[src/verilog/dcache_macros.svh]
`ifndef DCACHE_MACROS_SVH
`define DCACHE_MACROS_SVH

// two-way, 16 sets, 16-word lines
`define DC_WAYS       2
`define DC_SETS       16
`define DC_LINE_WORDS 16
`define DC_WORD_BYTES 4

// byte address
`define DC_ADDR_WIDTH 32

`endif

[src/verilog/dcache_pkg.sv]
`default_nettype none

`include "dcache_macros.svh"

package dcache_pkg;

    localparam int BYTE_BITS   = $clog2(`DC_WORD_BYTES);
    localparam int OFFSET_BITS = $clog2(`DC_LINE_WORDS);
    localparam int INDEX_BITS  = $clog2(`DC_SETS);
    localparam int WAY_BITS    = $clog2(`DC_WAYS);
    localparam int TAG_BITS    = `DC_ADDR_WIDTH - INDEX_BITS - OFFSET_BITS - BYTE_BITS;

    // address field positions
    localparam int INDEX_LSB = BYTE_BITS + OFFSET_BITS;
    localparam int TAG_LSB   = INDEX_LSB + INDEX_BITS;

    typedef logic [8*`DC_WORD_BYTES-1:0] word_t;
    typedef logic [`DC_WORD_BYTES-1:0]   strobe_t;
    typedef logic [INDEX_BITS-1:0]       index_t;
    typedef logic [OFFSET_BITS-1:0]      offset_t;
    typedef logic [TAG_BITS-1:0]         tag_t;
    typedef logic [WAY_BITS-1:0]         way_t;

    // {way, index, offset}
    typedef logic [WAY_BITS+INDEX_BITS+OFFSET_BITS-1:0] ram_addr_t;

    typedef enum logic [2:0] {
        MSIZE1 = 3'd0,
        MSIZE2 = 3'd1,
        MSIZE4 = 3'd2
    } access_size_t;

    // beat count minus one
    typedef enum logic [3:0] {
        MLEN1  = 4'd0,
        MLEN16 = 4'd15
    } burst_len_t;

    typedef enum logic [1:0] {
        IDLE,
        WRITEBACK,
        FETCH,
        UNCACHED
    } miss_state_t;

endpackage

`default_nettype wire

[src/verilog/dcache_tag_store.sv]
`default_nettype none

`include "dcache_macros.svh"

module dcache_tag_store
    import dcache_pkg::*;
(
    input  logic   clk,
    input  logic   resetn,

    input  index_t lookup_index,
    input  tag_t   lookup_tag,

    input  index_t stage_index,
    input  logic   touch,
    input  way_t   touch_way,
    input  logic   touch_write,
    input  logic   fill,
    input  tag_t   fill_tag,

    output logic   hit,
    output way_t   hit_way,
    output way_t   victim_way,
    output logic   victim_dirty,
    output tag_t   victim_tag
);

    tag_t                              tags  [`DC_SETS][`DC_WAYS];
    logic [`DC_WAYS-1:0]               valid [`DC_SETS];
    way_t [`DC_SETS-1:0]               lru;
    logic [`DC_SETS-1:0][`DC_WAYS-1:0] dirty;
    index_t                            sweep;

    // one set per cycle during reset
    always_ff @(posedge clk) begin
        if (resetn) begin
            sweep        <= sweep + 1'b1;
            valid[sweep] <= '0;
        end else begin
            sweep <= '0;
            if (fill) begin
                valid[stage_index][victim_way] <= 1'b1;
                tags[stage_index][victim_way]  <= fill_tag;
            end
        end
    end

    // lru bit names the next victim
    always_ff @(posedge clk) begin
        if (resetn) begin
            lru   <= '0;
            dirty <= '0;
        end else if (fill) begin
            lru[stage_index]               <= ~victim_way;
            dirty[stage_index][victim_way] <= touch_write;
        end else if (touch) begin
            lru[stage_index] <= ~touch_way;
            if (touch_write) begin
                dirty[stage_index][touch_way] <= 1'b1;
            end
        end
    end

    always_comb begin
        hit     = 1'b0;
        hit_way = '0;
        for (int w = 0; w < `DC_WAYS; w++) begin
            if (valid[lookup_index][w] && tags[lookup_index][w] == lookup_tag) begin
                hit     = 1'b1;
                hit_way = way_t'(w);
            end
        end
    end

    assign victim_way   = lru[stage_index];
    assign victim_dirty = valid[stage_index][victim_way] & dirty[stage_index][victim_way];
    assign victim_tag   = tags[stage_index][victim_way];

endmodule

`default_nettype wire
[config.mk]
export PLATFORM = sky130hd
export DESIGN_NAME = dcache_tag_store
export DESIGN_NICKNAME = d
export VERILOG_FILES = /design/src/verilog/dcache_pkg.sv /design/src/verilog/dcache_tag_store.sv
export VERILOG_INCLUDE_DIRS = /design/src /design/src/verilog
export SDC_FILE = /design/constraint.sdc
export NUM_CORES = 1
export LEC_CHECK = 0
export BUFFER_PORTS_ARGS = -buffer_cell sky130_fd_sc_hd__buf_2
export CAP_MARGIN = 10
export CORE_MARGIN = 2
export CORE_UTILIZATION = 25
export CTS_BUF_LIST = sky130_fd_sc_hd__clkbuf_4
export DETAILED_ROUTE_END_ITERATION = 8
export GPL_ROUTABILITY_DRIVEN = 0
export SETUP_SLACK_MARGIN = 0.15
export SLEW_MARGIN = 5
export SYNTH_ARGS = -nofsm -noshare
export SYNTH_HDL_FRONTEND = slang
export SYNTH_SLANG_ARGS = --single-unit
[constraint.sdc]
create_clock -name clk -period 6.1 [get_ports clk]
set_input_delay 1.22 -clock clk [delete_from_list [all_inputs] [get_ports clk]]
set_output_delay 1.22 -clock clk [all_outputs]
set_load 0.02 [all_outputs]
Word-level counts from Yosys, hierarchy flattened

Memories as Yosys holds them, arrays and structs flattened.
Index checks and enable logic that the tools add are counted.

Equality and inequality tests: 2
Bitwise logic cells: 5
Muxes and demuxes: 43
Reductions and logical operators: 10
$lt $le $gt $ge: 8
Add/sub/neg operators: 1

Operators by type and width:

| cell                  | count |
|---|---|
| $mux W32              | 3 |
| $mux W22              | 4 |
| $eq A22 B22 Y1        | 2 |
| $mux W44              | 1 |
| $bwmux W16            | 2 |
| $bwmux W32            | 1 |
| $mux W16              | 2 |
| $or A32 B32 Y32       | 1 |
| $demux W22 S1         | 1 |
| $demux W2 S4          | 2 |
| $mux W1               | 15 |
| $mux W2               | 6 |
| $bmux W2 S4           | 1 |
| $logic_and A1 B1 Y1   | 6 |
| $lt A4 B5 Y1 const B  | 1 |
| $add A4 B1 Y4 const B | 1 |
| $bmux W1 S4           | 1 |
| $demux W1 S4          | 1 |
| $ge A4 B1 Y1 const B  | 1 |
| $lt A1 B2 Y1 const B  | 2 |
| $mux W4               | 1 |
| $reduce_bool A2 Y1    | 2 |
| $demux W1 S1          | 2 |
| $ge A1 B1 Y1 const B  | 2 |
| other kinds (7)       | 8 |

Memories: 2
Logic and storage cells: 104
Memory bits (writable): 736
Flip-flop bits (word level): 52

Memory list:

| memory | words | width | rd ports | clocked after memory_dff | write ports | line                   | RTL |
|---|---|---|---|---|---|---|---|
| tags   | 16    | 44    | 2        | 0                        | 1           | dcache_tag_store.sv:28 | `` tag_t tags [`DC_SETS][`DC_WAYS]; `` |
| valid  | 16    | 2     | 2        | 0                        | 1           | dcache_tag_store.sv:29 | `` logic [`DC_WAYS-1:0] valid [`DC_SETS]; `` |

Logic depth before layout (Yosys ltp)

Word-level depth: 10
Mapped depth: 13

Worst setup path after synthesis

OpenSTA, ideal clock, no wires.

Path kind: input to register
From: in resetn
To: mem tags[15][0] (netlist name), enable pin
Stages on the path: 7
Data arrival time: 4407 ps
Setup time: 429 ps
Slack: 1265 ps
Path buffers: 3
Required time: 5671 ps
Cell sequence: clkbuf_1 -> nand2b_1 -> clkbuf_1 -> inv_1 -> clkbuf_1 -> nand2_1 -> nor3_1

Cells in the longest elaborated chain, start to end: 2

RTL lines:

| element                        | line                   | RTL |
|---|---|---|
| start: declaration             | dcache_tag_store.sv:9  | `input logic resetn,` |
| $mux W1                        | dcache_tag_store.sv:36 | `if (resetn) begin` |
| $mux W44 (implied by the code) | dcache_tag_store.sv:43 | `tags[stage_index][victim_way] <= fill_tag;` |
| end: declaration               | dcache_tag_store.sv:28 |  |

Every way passes these cells.

Worst setup path in the final report

From: in lookup_index[0]
To: out hit

Cells in the longest elaborated chain, start to end: 5

RTL lines:

| element             | line                   | RTL |
|---|---|---|
| start: declaration  | dcache_tag_store.sv:11 | `input index_t lookup_index,` |
| $mem_v2 Z16 W44     | -                      |  |
| $eq A22 B22 Y1      | dcache_tag_store.sv:68 | `if (valid[lookup_index][w] && tags[lookup_index][w] == lookup_tag) begin` |
| $logic_and A1 B1 Y1 | dcache_tag_store.sv:68 |  |
| $mux W1             | dcache_tag_store.sv:68 |  |
| $mux W1 (*)         | dcache_tag_store.sv:68 |  |
| end: declaration    | dcache_tag_store.sv:21 | `output logic hit,` |

Every way passes the cells marked *; elsewhere a longest branch is shown, timed or not.

==> run_results.csv <==
group,metric,value,unit
detailed_routing,vias_per_cell,5.37,
cells_and_area,final_common_cell,"edfxtp_1",
cells_and_area,finalNetCount,2273,
cts,cts_tree,"done",
grt,grt_usage,16.1,%
die,num_rows,141,
synthesis,synth_top_family_by_area,"multiplexers",
synthesis,synthXorXnorAreaFrac,0.938,%
synthesis,syn_area_per_cell,18.8,sq um
critical_path,r2r-start,"lru[3]",
synthesis,ys_async_sr_fraction,0,%
timing,fmax,171,MHz
critical_path,reg2reg_depth,6,
critical_path,critPathLaunchType,"primary input",
pwr,peakVddDrop,0.000188,V
timing,slew_violations,0,
critical_path,path_class,"primary input to primary output",
synthesis,synth_compound_area_share,4.23,%
die,dieArea,0.152,sq mm
detailed_routing,drt_iter0_markers,3433,
detailed_routing,dr_total_vias,23123,
cts,ctsHoldBuffers,0,
die,die_y,390,microns
critical_path,cp_top_family,"compound AO/OA/AOI/OAI gates",
grt,grt_pass1_wl,173000,microns
cts,clk_latency,1.12,ns
cts,cts_root_buf,"clkbuf_4",
detailed_routing,route.detailed.drc,0,
pwr,powerDensity,266,mW/mm^2
placement,io_buffers,83,
critical_path,slowest_stage,"mux4_2",
cts,cts_setup_buffers,0,
min_path,hold_depth,2,
critical_path,required,4.88,ns
cells_and_area,syn_to_final_growth,15.5,%
detailed_routing,wl_per_cell,28.8,microns
timing,period_share,95.9,%
timing,slew_headroom,29.5,%
timing,holdWs,0.520,ns
timing,fin_tns_setup,0,ns
synthesis,yosysWarnings,0,
grt,grt_pass1_vias,22586,
synthesis,syn-instance-count,1983,
cells_and_area,final_cell_mix,"edfxtp_1 (736), mux4_2 (396), clkbuf_4 (260)",
cts,cts-buffers-inserted,190,
critical_path,regToRegSetupSlack,2.72,ns
min_path,min_from,"dirty[14]",
min_path,min_path_type,"flop to flop",
synthesis,synthMuxAreaShare,27.0,%
critical_path,cp_cell_sequence,"buf_12, mux4_2, a22o_1, a221oi_1, xor2_1, nand4_1, nor4_2, o2111a_2, a41o_1, buf_2",
synthesis,ys_seq_area_share,62.0,%
pwr,p_leak,13.4,nW
cts,clk_pin_slew,0.06,ns
grt,grt_max_degree,123,
run,cap_violations,0,
synthesis,synth_edf_count,736,
cts,h-tree-depth,4,
die,die_x,390,microns
timing,skew,0.0934,ns
synthesis,synth_nets,2042,
grt,overflow,0,
timing,setup_viol,0,
grt,antenna_found_initial,24,
timing,fin_crit,5.85,ns
die,core,0.148,sq mm
synthesis,yosysUniqueCellTypes,66,
run_status,status,"finished clean",
critical_path,cp-end-kind,"primary output",
synthesis,synth_ff_type,"edfxtp_1",
synthesis,synthAdderAreaFrac,0.0335,%
detailed_routing,first_pass_iters,5,
detailed_routing,final_antenna_net_count,0,
die,start_util,25.2,%
synthesis,yosys.area_share.simple,3.35,%
timing,worst_pin_slew,1.06,ns
critical_path,worst-path-buf-inv,2,
timing,hold_violations,0,
critical_path,slowest_delay,0.56,ns
timing,grt_setup_unrepaired,"no",
cts,clkSinkCount,788,
critical_path,cp_max_fo,41,
critical_path,reg2reg_to,"tags[13][36]",
synthesis,synthesis.area,0.0373,sq mm
die,ios,84,
synthesis,ys_ff_latch,788,
detailed_routing,wl,124000,microns
min_path,hold_end,"dirty[14]",
cells_and_area,final_layout_size_suffix_gt1_share,39.8,%
cts,clk_path_buf_depth,3,
placement,place_hpwl,77900,microns
critical_path,worstPathArrival,4.63,ns
## cell type report
cell class,instances,area [sq um]
flip-flops and latches,788,23100
multi-input cells,1030,13500
well taps,1930,2410
repair buffers,188,1550
clock buffers,260,1950
inverters,16,60.1
fillers,14569,105000
diodes,14,35.0
clock inverters,81,467
## state kept, by name, indices dropped and copies added (netlist names)
register	cells
dirty	32
valid	32
sweep	4
lru	16
tags	704
## logic make-up (layout without fill, tap and decap cells)
group	Yosys count	after routing
other cells	0	14
mux	488	488
compound gates	234	234
xor+xnor	40	40
flops	788	788
simple gates	267	267
fa+ha+maj	1	1
buf+inv	165	545
## worst max-delay path by stage
stage,cells after the start,from,endpoint
6_report,10,lookup_index[0],hit
4_1_cts,11,lookup_index[1],hit
3_5_place_dp,11,lookup_index[1],hit
2_1_floorplan,7,resetn,tags[15][0]
3_3_place_gp,10,lookup_index[0],hit
5_1_grt,12,lookup_index[2],hit
## where the power goes
group          switching, mW  internal, mW
registers             0.0161          5.93
clock network           2.25          2.13
logic                  0.681         0.444
total                   2.95          8.51
## Yosys cell counts, types with 15 or more instances
cell type,number,area [sq um]
nor2_1,89,334
mux4_2,396,8920
nand2_1,72,270
buf_6,17,191
nand2b_1,15,93.8
xor2_1,24,210
edfxtp_1,736,22100
mux2i_1,53,531
a211oi_1,53,398
inv_1,15,56.3
xnor2_1,16,140
clkbuf_1,64,240
buf_2,34,170
dfxtp_1,52,1040
a21oi_1,62,310
nand3_1,31,155
o21ai_0,41,205
mux2_2,27,304
## worst register-to-register path, stage by stage, from the launching register on
cell,delay (ns)
dfxtp_1,0.32
mux4_2,0.47
mux4_2,0.80
nand2b_1,0.29
buf_4,0.31
nor2_4,0.53
buf_12,0.31
## layer usage
layer / routed length (microns) / global-route usage [%] / up-vias
met5: 111 / 0 / -
li1: - / - / 9045
met4: 3990 / 6.20 / 18
met1: 50300 / 22.2 / 12140
met2: 54900 / 23.5 / 1650
met3: 14800 / 4.99 / 270
## metrics by stage
stage | cell area [sq um] | util [%] | cells | total power [mW] | setup slack, ns
floorplan | 37300 | - | 1983 | 6.74 | 1.26
global placement | 40700 | 27.5 | 3952 | 7.18 | 0.167
detailed placement | 40700 | 27.5 | 3952 | 7.18 | 0.186
CTS | 43100 | 29.1 | 4293 | 11.6 | 0.180
global route | 43100 | 29.1 | 4300 | 11.9 | 0.148
finish | 43100 | 29.1 | 4307 | 11.5 | 0.253
## repair_timing
action	in CTS	in global routing
resized for setup	0	2
endpoints found under the hold margin	0	0
setup endpoints to repair	0	1
(Power assumes the default switching activity.)
