### src/verilog/dcache_macros.svh
`ifndef DCACHE_MACROS_SVH
`define DCACHE_MACROS_SVH

// two-way, 16 sets, 16-word lines
`define DC_WAYS       2
`define DC_SETS       16
`define DC_LINE_WORDS 16
`define DC_WORD_BYTES 4

// byte address
`define DC_ADDR_WIDTH 32

`endif

### src/verilog/dcache_pkg.sv
`default_nettype none

`include "dcache_macros.svh"

package dcache_pkg;

    localparam int BYTE_BITS   = $clog2(`DC_WORD_BYTES);
    localparam int OFFSET_BITS = $clog2(`DC_LINE_WORDS);
    localparam int INDEX_BITS  = $clog2(`DC_SETS);
    localparam int WAY_BITS    = $clog2(`DC_WAYS);
    localparam int TAG_BITS    = `DC_ADDR_WIDTH - INDEX_BITS - OFFSET_BITS - BYTE_BITS;

    // address field positions
    localparam int INDEX_LSB = BYTE_BITS + OFFSET_BITS;
    localparam int TAG_LSB   = INDEX_LSB + INDEX_BITS;

    typedef logic [8*`DC_WORD_BYTES-1:0] word_t;
    typedef logic [`DC_WORD_BYTES-1:0]   strobe_t;
    typedef logic [INDEX_BITS-1:0]       index_t;
    typedef logic [OFFSET_BITS-1:0]      offset_t;
    typedef logic [TAG_BITS-1:0]         tag_t;
    typedef logic [WAY_BITS-1:0]         way_t;

    // {way, index, offset}
    typedef logic [WAY_BITS+INDEX_BITS+OFFSET_BITS-1:0] ram_addr_t;

    typedef enum logic [2:0] {
        MSIZE1 = 3'd0,
        MSIZE2 = 3'd1,
        MSIZE4 = 3'd2
    } access_size_t;

    // beat count minus one
    typedef enum logic [3:0] {
        MLEN1  = 4'd0,
        MLEN16 = 4'd15
    } burst_len_t;

    typedef enum logic [1:0] {
        IDLE,
        WRITEBACK,
        FETCH,
        UNCACHED
    } miss_state_t;

endpackage

`default_nettype wire

### src/verilog/dcache_miss_ctrl.sv
`default_nettype none

`include "dcache_macros.svh"

module dcache_miss_ctrl
    import dcache_pkg::*;
(
    input  logic                      clk,
    input  logic                      resetn,

    input  logic                      start,
    input  logic [`DC_ADDR_WIDTH-1:0] stage_addr,
    input  strobe_t                   stage_strobe,
    input  word_t                     stage_data,
    input  access_size_t              stage_size,
    input  logic                      stage_uncached,
    input  way_t                      victim_way,
    input  logic                      victim_dirty,
    input  tag_t                      victim_tag,
    input  word_t                     ram_rdata,

    output logic                      ram_en,
    output strobe_t                   ram_strobe,
    output ram_addr_t                 ram_addr,
    output word_t                     ram_wdata,
    output logic                      fill,
    output logic                      refill_fill,
    output logic                      done,
    output word_t                     uncached_rdata,

    output logic                      creq_valid,
    output logic                      creq_write,
    output logic [`DC_ADDR_WIDTH-1:0] creq_addr,
    output access_size_t              creq_size,
    output strobe_t                   creq_strobe,
    output word_t                     creq_data,
    output burst_len_t                creq_len,
    input  logic                      cresp_ready,
    input  logic                      cresp_last,
    input  word_t                     cresp_data
);

    miss_state_t state;
    way_t        way_q;
    tag_t        wb_tag;
    offset_t     beat;
    offset_t     rd_ptr;
    offset_t     cap_ptr;
    logic        rd_busy;
    logic        cap_valid;
    logic        wb_go;
    word_t       buffer [`DC_LINE_WORDS];
    word_t       wb_word;
    index_t      index;
    tag_t        req_tag;
    logic        beat_done;
    logic        last_beat;

    assign index     = stage_addr[INDEX_LSB +: INDEX_BITS];
    assign req_tag   = stage_addr[TAG_LSB +: TAG_BITS];
    assign beat_done = creq_valid & cresp_ready;
    assign last_beat = beat_done & cresp_last;

    always_ff @(posedge clk) begin
        if (resetn) begin
            state     <= IDLE;
            done      <= 1'b0;
            rd_busy   <= 1'b0;
            cap_valid <= 1'b0;
            wb_go     <= 1'b0;
        end else begin
            done      <= 1'b0;
            cap_valid <= state == WRITEBACK && rd_busy;
            // bus starts one cycle after the first ram read
            wb_go     <= state == WRITEBACK;
            case (state)
                IDLE: begin
                    if (start) begin
                        rd_busy <= 1'b1;
                        if (stage_uncached) begin
                            state <= UNCACHED;
                        end else if (victim_dirty) begin
                            state <= WRITEBACK;
                        end else begin
                            state <= FETCH;
                        end
                    end
                end
                WRITEBACK: begin
                    if (rd_busy && rd_ptr == '1) begin
                        rd_busy <= 1'b0;
                    end
                    if (last_beat) begin
                        state <= FETCH;
                    end
                end
                FETCH, UNCACHED: begin
                    if (last_beat) begin
                        state <= IDLE;
                        done  <= 1'b1;
                    end
                end
            endcase
        end
    end

    always_ff @(posedge clk) begin
        cap_ptr <= rd_ptr;
        if (cap_valid) begin
            buffer[cap_ptr] <= ram_rdata;
        end
        if (state == IDLE && start) begin
            way_q  <= victim_way;
            wb_tag <= victim_tag;
            rd_ptr <= '0;
            beat   <= '0;
        end else begin
            if (state == WRITEBACK && rd_busy) begin
                rd_ptr <= rd_ptr + 1'b1;
            end
            // wraps to zero for the fetch after write-back
            if (beat_done) begin
                beat <= beat + 1'b1;
            end
        end
        if (state == UNCACHED && last_beat) begin
            uncached_rdata <= cresp_data;
        end
    end

    // word just read from the ram is not in the buffer yet
    assign wb_word = (cap_valid && cap_ptr == beat) ? ram_rdata : buffer[beat];

    always_comb begin
        creq_valid  = 1'b0;
        creq_write  = 1'b0;
        creq_addr   = {req_tag, index, {(OFFSET_BITS+BYTE_BITS){1'b0}}};
        creq_size   = MSIZE4;
        creq_strobe = '1;
        creq_data   = wb_word;
        creq_len    = MLEN16;
        ram_en      = 1'b0;
        ram_strobe  = '0;
        ram_addr    = {way_q, index, rd_ptr};
        ram_wdata   = cresp_data;
        case (state)
            WRITEBACK: begin
                creq_valid = wb_go;
                creq_write = 1'b1;
                creq_addr  = {wb_tag, index, {(OFFSET_BITS+BYTE_BITS){1'b0}}};
                ram_en     = rd_busy;
            end
            FETCH: begin
                creq_valid = 1'b1;
                ram_en     = beat_done;
                ram_strobe = '1;
                ram_addr   = {way_q, index, beat};
            end
            UNCACHED: begin
                creq_valid  = 1'b1;
                creq_write  = |stage_strobe;
                creq_addr   = stage_addr;
                creq_size   = stage_size;
                creq_strobe = stage_strobe;
                creq_data   = stage_data;
                creq_len    = MLEN1;
            end
            default: begin
            end
        endcase
    end

    assign refill_fill = state == WRITEBACK || state == FETCH;
    assign fill        = state == FETCH && last_beat;

    // address held for a whole burst
    assert property (@(posedge clk) disable iff (resetn)
        creq_valid && !(cresp_ready && cresp_last) |=> $stable(creq_addr));

endmodule

`default_nettype wire

### config.mk
export PLATFORM = sky130hd
export DESIGN_NAME = dcache_miss_ctrl
export DESIGN_NICKNAME = d
export VERILOG_FILES = /design/src/verilog/dcache_pkg.sv /design/src/verilog/dcache_miss_ctrl.sv
export VERILOG_INCLUDE_DIRS = /design/src /design/src/verilog
export SDC_FILE = /design/constraint.sdc
export NUM_CORES = 1
export LEC_CHECK = 0
export BUFFER_PORTS_ARGS = -buffer_cell sky130_fd_sc_hd__buf_2
export CAP_MARGIN = 20
export CORE_ASPECT_RATIO = 0.5
export CORE_MARGIN = 3
export CORE_UTILIZATION = 45
export CTS_BUF_LIST = sky130_fd_sc_hd__clkbuf_16
export CTS_CLUSTER_SIZE = 40
export DETAILED_ROUTE_END_ITERATION = 8
export GPL_TIMING_DRIVEN = 0
export SLEW_MARGIN = 20
export SYNTH_ARGS = -nofsm -noshare
export SYNTH_HDL_FRONTEND = slang
export SYNTH_SLANG_ARGS = --single-unit
### constraint.sdc
create_clock -name clk -period 4.2 [get_ports clk]
set_input_delay 0.21 -clock clk [delete_from_list [all_inputs] [get_ports clk]]
set_output_delay 0.21 -clock clk [all_outputs]
set_load 0.03 [all_outputs]
# Yosys cells after proc, flatten, opt, wreduce, memory -nomap -nowiden
# Memories as Yosys holds them, arrays and structs flattened. A register that Yosys moved wholly into a read port is not among the register bits.
# Index checks and enable logic that the tools add are counted.
[totals]
reg_bits = 73
latchBits = 0
ramBits = 512
romBits = 0
inputBits = 165
out_inout_bits = 158
word_cells = 65
n_memories = 1
[memory_table]
columns = ["memory", "depth", "word_bits", "rd", "rd_ports_with_merged_regs", "wr", "line", "source"]
rows = [
  ["buffer", 16, 32, 1, 1, 1, "dcache_miss_ctrl.sv:52", "word_t buffer [`DC_LINE_WORDS];"],
]
[classes]
n_addsub = 2
mul = 0
div = 0
n_lt_le_gt_ge = 0
n_eq_ne = 9
shifts = 0
muxes = 25
n_bitwise = 3
n_reduce_logical = 14
[ops]
columns = ["cell", "count"]
rows = [
  ["$mux 32", 2],
  ["$pmux 32 s2", 1],
  ["$mux 4", 6],
  ["$mux 2", 5],
  ["$add 4x1->4 const B", 2],
  ["$pmux 1 s2", 4],
  ["$logic_and 1x1->1", 6],
  ["$ne 2x2->1 const B", 3],
  ["$pmux 2 s3", 1],
  ["$reduce_and 3->1", 2],
  ["$mux 1", 5],
  ["$eq 2x2->1 const B", 2],
  ["$eq 4x4->1", 1],
  ["$eq 4x4->1 const B", 1],
  ["$reduce_or 2->1", 2],
  ["$reduce_or 4->1", 1],
  ["$mux 3", 1],
  ["$and 1x1->1", 2],
  ["$eq 2x1->1 const B", 1],
  ["$logic_not 2->1", 1],
  ["$ne 2x1->1 const B", 1],
  ["$reduce_bool 2->1", 1],
  ["$logic_or 1x1->1", 1],
  ["$not 1->1", 1],
]

# Longest topological paths before layout
# Gate-level depths: netlist (run 1).
[depth]
depth_word = 7
ltp_mapped = 8
mapped_depth_nobuf = 6

# Worst setup path before layout (run 1)
# OpenSTA, ideal clock, no wires.
[synth_path]
path_type = "register to register"
from = "register cap_valid"
to = "memory buffer[0][0] (netlist bit), enable pin"
setup_time_ns = 0.461
arrival_time_ns = 3.061
t_required_ns = 3.739
path_slack_ns = 0.677
path_stages_with_launch = 3
path_buffers = 0
synth_period_minus_slack_ns = 3.523
path_cell_list = "dfxtp_1 -> or3b_2 -> nor3_1"
[synth_between]
elab_chain_len = 2
[synth_lines]
columns = ["element", "line", "source"]
rows = [
  ["from (decl)", "dcache_miss_ctrl.sv:50", "logic cap_valid;"],
  ["from (signal assigned)", "dcache_miss_ctrl.sv:73", "cap_valid <= state == WRITEBACK && rd_busy;"],
  ["$mux 1", "dcache_miss_ctrl.sv:109", "if (cap_valid) begin"],
  ["$mux 1 (implied by the code)", "dcache_miss_ctrl.sv:110", "buffer[cap_ptr] <= ram_rdata;"],
  ["to (decl)", "dcache_miss_ctrl.sv:52", ""],
]
# No other way between the ends.

# Worst setup path in the final report (run 1)
[layout_path]
from = "register state[0]"
to = "output port creq_data[2]"
[layout_between]
elab_chain_len = 2
[layout_lines]
columns = ["element", "line", "source"]
rows = [
  ["from (decl)", "dcache_miss_ctrl.sv:43", "miss_state_t state;"],
  ["from (signal assigned)", "dcache_miss_ctrl.sv:66", "state <= IDLE;"],
  ["from (signal assigned)", "dcache_miss_ctrl.sv:81", "state <= UNCACHED;"],
  ["from (signal assigned)", "dcache_miss_ctrl.sv:83", "state <= WRITEBACK;"],
  ["$eq 2x2->1", "dcache_miss_ctrl.sv:146", "case (state)"],
  ["$mux 32", "dcache_miss_ctrl.sv:146", ""],
  ["to (decl)", "dcache_miss_ctrl.sv:36", "output word_t creq_data,"],
]
# No other way between the ends.

==> qor.yml, run 1 <==
vias: 13900
cp_slowest_cell: "clkbuf_1"
final_cell_mix: "edfxtp_1 (567), buf_2 (326), dlygate4sd3_1 (88)"
maxCapViolCount: 0
hp-class: "in2reg"
avgSynthCellArea_um2: 19.2
layout_commonest_cell: "edfxtp_1"
hold_violations: 0
cts_tree: "built"
first_global_vias: 14600
ir_drop_uv: 366
dr.pass1.iters: 7
syn_inst: 1241
critical_path_class: "reg2out"
die_w_um: 332
cp_common_cell: "buf_2"
crit_path_max_incr_delay_ns: 0.60
syn_to_final_growth_pct: 23.6
crit_family: "buffers and inverters"
setup_viol: 0
io_pins: 323
fin_crit_sh_pct: 85.0
critical_path_arrival_ns: 3.36
drc_errors: 0
synth.distinct_cells: 44
wl_per_cell_um: 25.5
slew_viol_final: 0
critPathRequiredTime_ns: 3.99
slew-limit-headroom_pct: 34.8
skew_ns: 0.0222
critPathLaunchType: "flip-flop"
power_w: 0.0132
via_per_inst: 5.65
drt_iter0_markers: 1239
synth.cell_area_um2: 23800
ant_nets: 0
reg2reg_depth: 5
wirelength_mm: 63.0
clock-sinks: 589
worstPathMaxFanout: 10
hold-path-cell-count: 1
synth_area_leaders: "edfxtp_1 (71%), mux4_1 (7.9%), mux2i_1 (2.7%), mux4_2 (2.3%), dfxtp_1 (1.8%)"
syn_nets: 1412
end_kind: "output port"
rsz0062_at_grt: "false"
htree_num_levels: 2
fin_cells: 2470
grt.total_usage_pct: 22.3
pre_cts_ws_ns: 1.26
cts_resized: 0
portBuffers: 318
gr-total-overflow: 0
die_area_um2: 56000
grt_start_max_net_pins: 33
grt_pass1_wl_mm: 93.0
floorplan.core_area_um2: 51300
tightest_slew_ns: 0.978
layout-drive-gt1-share_pct: 32.8
ys_warn_count: 0
start_util_pct: 46.5
worst-path-buf-inv: 4
status: "finished, final reports clean"
crit_cells: 7
path_cells: "ha_1 -> buf_2 -> inv_1 -> o21a_1 -> clkbuf_1 -> a31oi_1 -> buf_2"
synth_top_area_cell: "edfxtp_1"
hpwlAfterDp_mm: 43.1
placedCellCount: 2282
synth_seq_area_share_pct: 73.3
clk_pin_slew_ns: 0.07
num_rows: 58
die_y_um: 169
period_needed_ns: 3.57
numCtsBuffers: 53
num-nets-final: 1906
pwr_density_cell_nw_per_um2: 448
synth_top_area_share_pct: 71.4
antenna_found_initial: 3
root_buffer: "clkbuf_16"
fmax_mhz: 280
gp_congestion: 0.892
clk_latency_ns: 0.60
clk_path_buf_depth: 3
synth-seq-cells: 589
rrSetupSlack_ns: 1.73
postLayoutSetupSlackWorst_ns: 0.631
power_leakage_nw: 10.1
-- stage by stage --
stage	hold slack, ns	setup TNS (ns)	area, µm²	util, %
5_1_grt	0.0191	0	29500	57.5
4_1_cts	0.00417	0	29500	57.5
3_3_place_gp	0.384	-194.31	26300	51.3
6_report	0.0266	0	29500	57.5
2_1_floorplan	0.279	0	23800	-
3_5_place_dp	0.389	0	26900	52.4
-- kinds of logic after synthesis --
logic type,Yosys count,share of synthesized area (%)
buffers and inverters,131,3.35
adders and majority gates,6,0.315
xor gates and xnor gates,9,0.331
AOI/OAI and AO/OA,165,5.08
DFF,589,73.3
and+or+nand+nor,144,3.04
muxes,197,14.6
-- final cells by class --
cell class / count / area [µm²]
Inverter: 6 / 22.5
Clock buffer: 55 / 1380
Fill cell: 3888 / 21800
Buffer: 125 / 777
Antenna cell: 2 / 5.00
Sequential cell: 589 / 17500
Timing Repair Buffer: 439 / 2960
Multi-Input combinational cell: 521 / 5700
Tap cell: 690 / 863
Clock inverter: 43 / 310
-- cells in the mapped netlist, drive strengths merged --
master and count:
ha 6, a211o 1, a221oi 32, mux2 36, nor3 6, o31ai 1, or3b 1, inv 6
nand3b 2, xor2 4, o21bai 1, o21ai 35, o32ai 1, nor2 27, buf 76, a31oi 33
a21o 1, dfxtp 22, o41ai 32, o211ai 1, nand2b 40, a21boi 1, nand2 40, clkbuf 49
and3 3, mux4 96, and2 12, o21a 1, a22o 22, xnor2 5, nand3 5, nand4 3
nor4 1, or3 2, a21oi 3, edfxtp 567, mux2i 65, nor2b 2
-- final timing paths --
kind                start            end
max              state[0]   creq_data[2]
min          ram_rdata[4]   buffer[1][4]
max reg2reg    cap_ptr[3]  buffer[8][16]
min reg2reg     rd_ptr[3]     cap_ptr[3]
-- what timing repair did --
| action | in CTS | in global routing |
|---|---|---|
| hold buffers | 88 | 0 |
| endpoints found under the hold margin | 532 | 0 |
| buffers inserted | 0 | 0 |
-- metal layers --
metal / vias to the layer above / share of wire (%) / track usage, %
met4: 0 / 2.4 / 5.87
met1: 7170 / 42 / 30.4
met3: 105 / 6.9 / 4.65
li1: 6099 / - / -
met2: 574 / 48 / 36.7
met5: - / 0 / 0
-- power by group --
group	internal (W)	switching (W)	total, W
Sequential	0.00653	0.0000427	0.00657
Clock	0.00257	0.00217	0.00475
Combinational	0.000602	0.00130	0.00190
-- flip-flops by register name (all words and copies together), names as in the netlist, 2 cells and up, named ones only --
| name | cells |
|---|---|
| wb_tag | 22 |
| uncached_rdata | 32 |
| state | 2 |
| cap_ptr | 4 |
| rd_ptr | 4 |
| buffer | 512 |
| beat | 4 |
No activity file was read; power rests on OpenSTA's default activity.
==> inputs of run 2 (changes only) <==
- clock period: 4.2 -> 3.5 ns (I/O delays scaled with it)
==> run 2 against run 1 <==
  * Total power rose by 20%
  * Die area stayed put
  * Sequential power up 20%
  * First-iteration DRC count grew 25%
  * Via count about the same
==> qor.yml, run 2 (synthesis results as in run 1) <==
slew-limit-headroom_pct: 34.4  # was 34.8%
period_needed_ns: 3.37
cts_tree: "built"  # unchanged
num_rows: 58  # unchanged
die_y_um: 169  # unchanged
syn_to_final_growth_pct: 24.3  # was 23.6%
grt_start_max_net_pins: 31  # was 33
htree_num_levels: 2  # unchanged
power_w: 0.0158  # was 0.0132 W
wl_per_cell_um: 25.2  # was 25.5 µm
hp-class: "in2reg"  # unchanged
grt_pass1_wl_mm: 91.5  # was 93.0 mm
root_buffer: "clkbuf_16"  # unchanged
layout_commonest_cell: "edfxtp_1"  # unchanged
die_w_um: 332  # unchanged
dr.pass1.iters: 5  # was 7
via_per_inst: 5.64  # was 5.65
end_kind: "output port"  # unchanged
post_cts_buffers: 0  # unchanged
fmax_mhz: 297
grt.total_usage_pct: 21.8  # was 22.3%
layout-drive-gt1-share_pct: 32.8  # about the same
start_util_pct: 46.5  # unchanged
clk_pin_slew_ns: 0.06  # was 0.07 ns
maxCapViolCount: 0  # unchanged
portBuffers: 318  # unchanged
vias: 13900  # about the same
fin_cells: 2471  # was 2470
status: "finished, final reports clean"  # unchanged
wirelength_mm: 62.2  # was 63.0 mm
final_core_utilization_pct: 57.8  # was 57.5%
final_cell_mix: "edfxtp_1 (567), buf_2 (326), dlygate4sd3_1 (91)"  # was edfxtp_1 (567), buf_2 (326), dlygate4sd3_1 (88)
hpwlAfterDp_mm: 41.7  # was 43.1 mm
fill_cells: 3860  # was 3888
rrSetupSlack_ns: 1.05  # was 1.73 ns
rsz0062_at_grt: "false"  # unchanged
critPathLaunchType: "flip-flop"  # unchanged
floorplan.core_area_um2: 51300  # unchanged
multi_input_area_um2: 5700  # about the same
power_leakage_nw: 10.2  # was 10.1 nW
clk_latency_ns: 0.59  # was 0.60 ns
gr-total-overflow: 0  # unchanged
first_global_vias: 14600  # about the same
critical_path_arrival_ns: 3.19  # was 3.36 ns
seqCellArea_um2: 17500  # unchanged
drc_errors: 0  # unchanged
ir_drop_uv: 317  # was 366 µV
die_area_um2: 56000  # unchanged
num-nets-final: 1912  # was 1906
antennaDiodeCount: 0  # was 2
drt_iter0_markers: 1547  # was 1239
antenna_found_initial: 0  # was 3
slew_viol_final: 0  # unchanged
clk_path_buf_depth: 3  # unchanged
skew_ns: 0.0227  # was 0.0222 ns
critPathRequiredTime_ns: 3.32  # was 3.99 ns
largest_reg_flops: 512  # unchanged
numCtsBuffers: 53  # unchanged
critical_path_class: "reg2out"  # unchanged
placedCellCount: 2285  # was 2282
largest_registers: "buffer x512, uncached_rdata x32, wb_tag x22"  # unchanged
setup_viol: 0  # unchanged
pwr_density_cell_nw_per_um2: 534  # was 448 nW/µm²
max_flop_register: "buffer"  # unchanged
hold_violations: 0  # unchanged
gp_congestion: 0.798  # was 0.892
tightest_slew_ns: 0.984  # was 0.978 ns
fin_crit_sh_pct: 96.2
ant_nets: 0  # unchanged
worstPathMaxFanout: 10  # unchanged
io_pins: 323  # unchanged
clock-sinks: 589  # unchanged
-- run 2: changes by cell type in the layout (fill, tap and decap cells not counted), sizes merged --
cell	before	now
clkinvlp	0	2
buf	427	430
dlygate4sd3	88	91
clkinv	29	26
bufinv	3	5
inv	17	15
clkbuf	104	102
diode	2	0
-- run 2: power breakdown --
| group | internal [W] | switching (W) |
|---|---|---|
| sequential | 0.00783 | 0.0000459 |
| combinational | 0.000740 | 0.00156 |
| clock | 0.00312 | 0.00254 |
-- run 2: final cells by class --
type                    count  area share [%]
flip-flops and latches    589            58.9
multi-input cells         521            19.2
repair buffers            445            10.6
clock buffers              53            4.47
well taps                 690            2.91
plain buffers             125            2.63
clock inverters            42            1.11
inverters                   6          0.0760
-- run 2: stage by stage --
stage	setup WS (ns)	instance area, µm²	setup TNS, ns	hold WS, ns
2_1_floorplan	0.101	23800	0	0.244
3_3_place_gp	-2.55	26300	-442.00	0.355
3_5_place_dp	0.629	27100	0	0.353
4_1_cts	0.113	29600	0	0.00794
5_1_grt	0.0265	29600	0	0.0186
6_report	0.133	29600	0	0.0378
-- run 2: per-layer routing --
layer  GRT usage [%]  up-vias  share of wire (%)
met5               0        -                  0
met4            5.87        0                2.7
met3            4.36      112                6.7
met2            35.9      564                 48
met1            30.0     7156                 42
li1                -     6115                  -
-- run 2: final timing paths --
path                startpoint                 to  depth (start not counted)
hold / removal    ram_rdata[5]       buffer[4][5]                          1
hold reg to reg      rd_ptr[3]         cap_ptr[3]                          0
setup reg to reg      state[0]  uncached_rdata[3]                          9
setup / recovery      state[0]      creq_data[20]                          7
-- run 2: timing repair --
action / in CTS / in global routing
setup endpoints to repair: 0 / 4
gates resized for setup: 0 / 4
hold endpoints to repair: 557 / 0
hold buffers: 91 / 0
-- run 2: worst max-delay path: stages (launching register included) --
cell      delay [ns]
dfxtp_1         0.33
ha_1            0.19
buf_2           0.24
inv_1           0.32
o21a_1          0.42
clkbuf_1        0.63
a31oi_1         0.23
buf_2           0.25
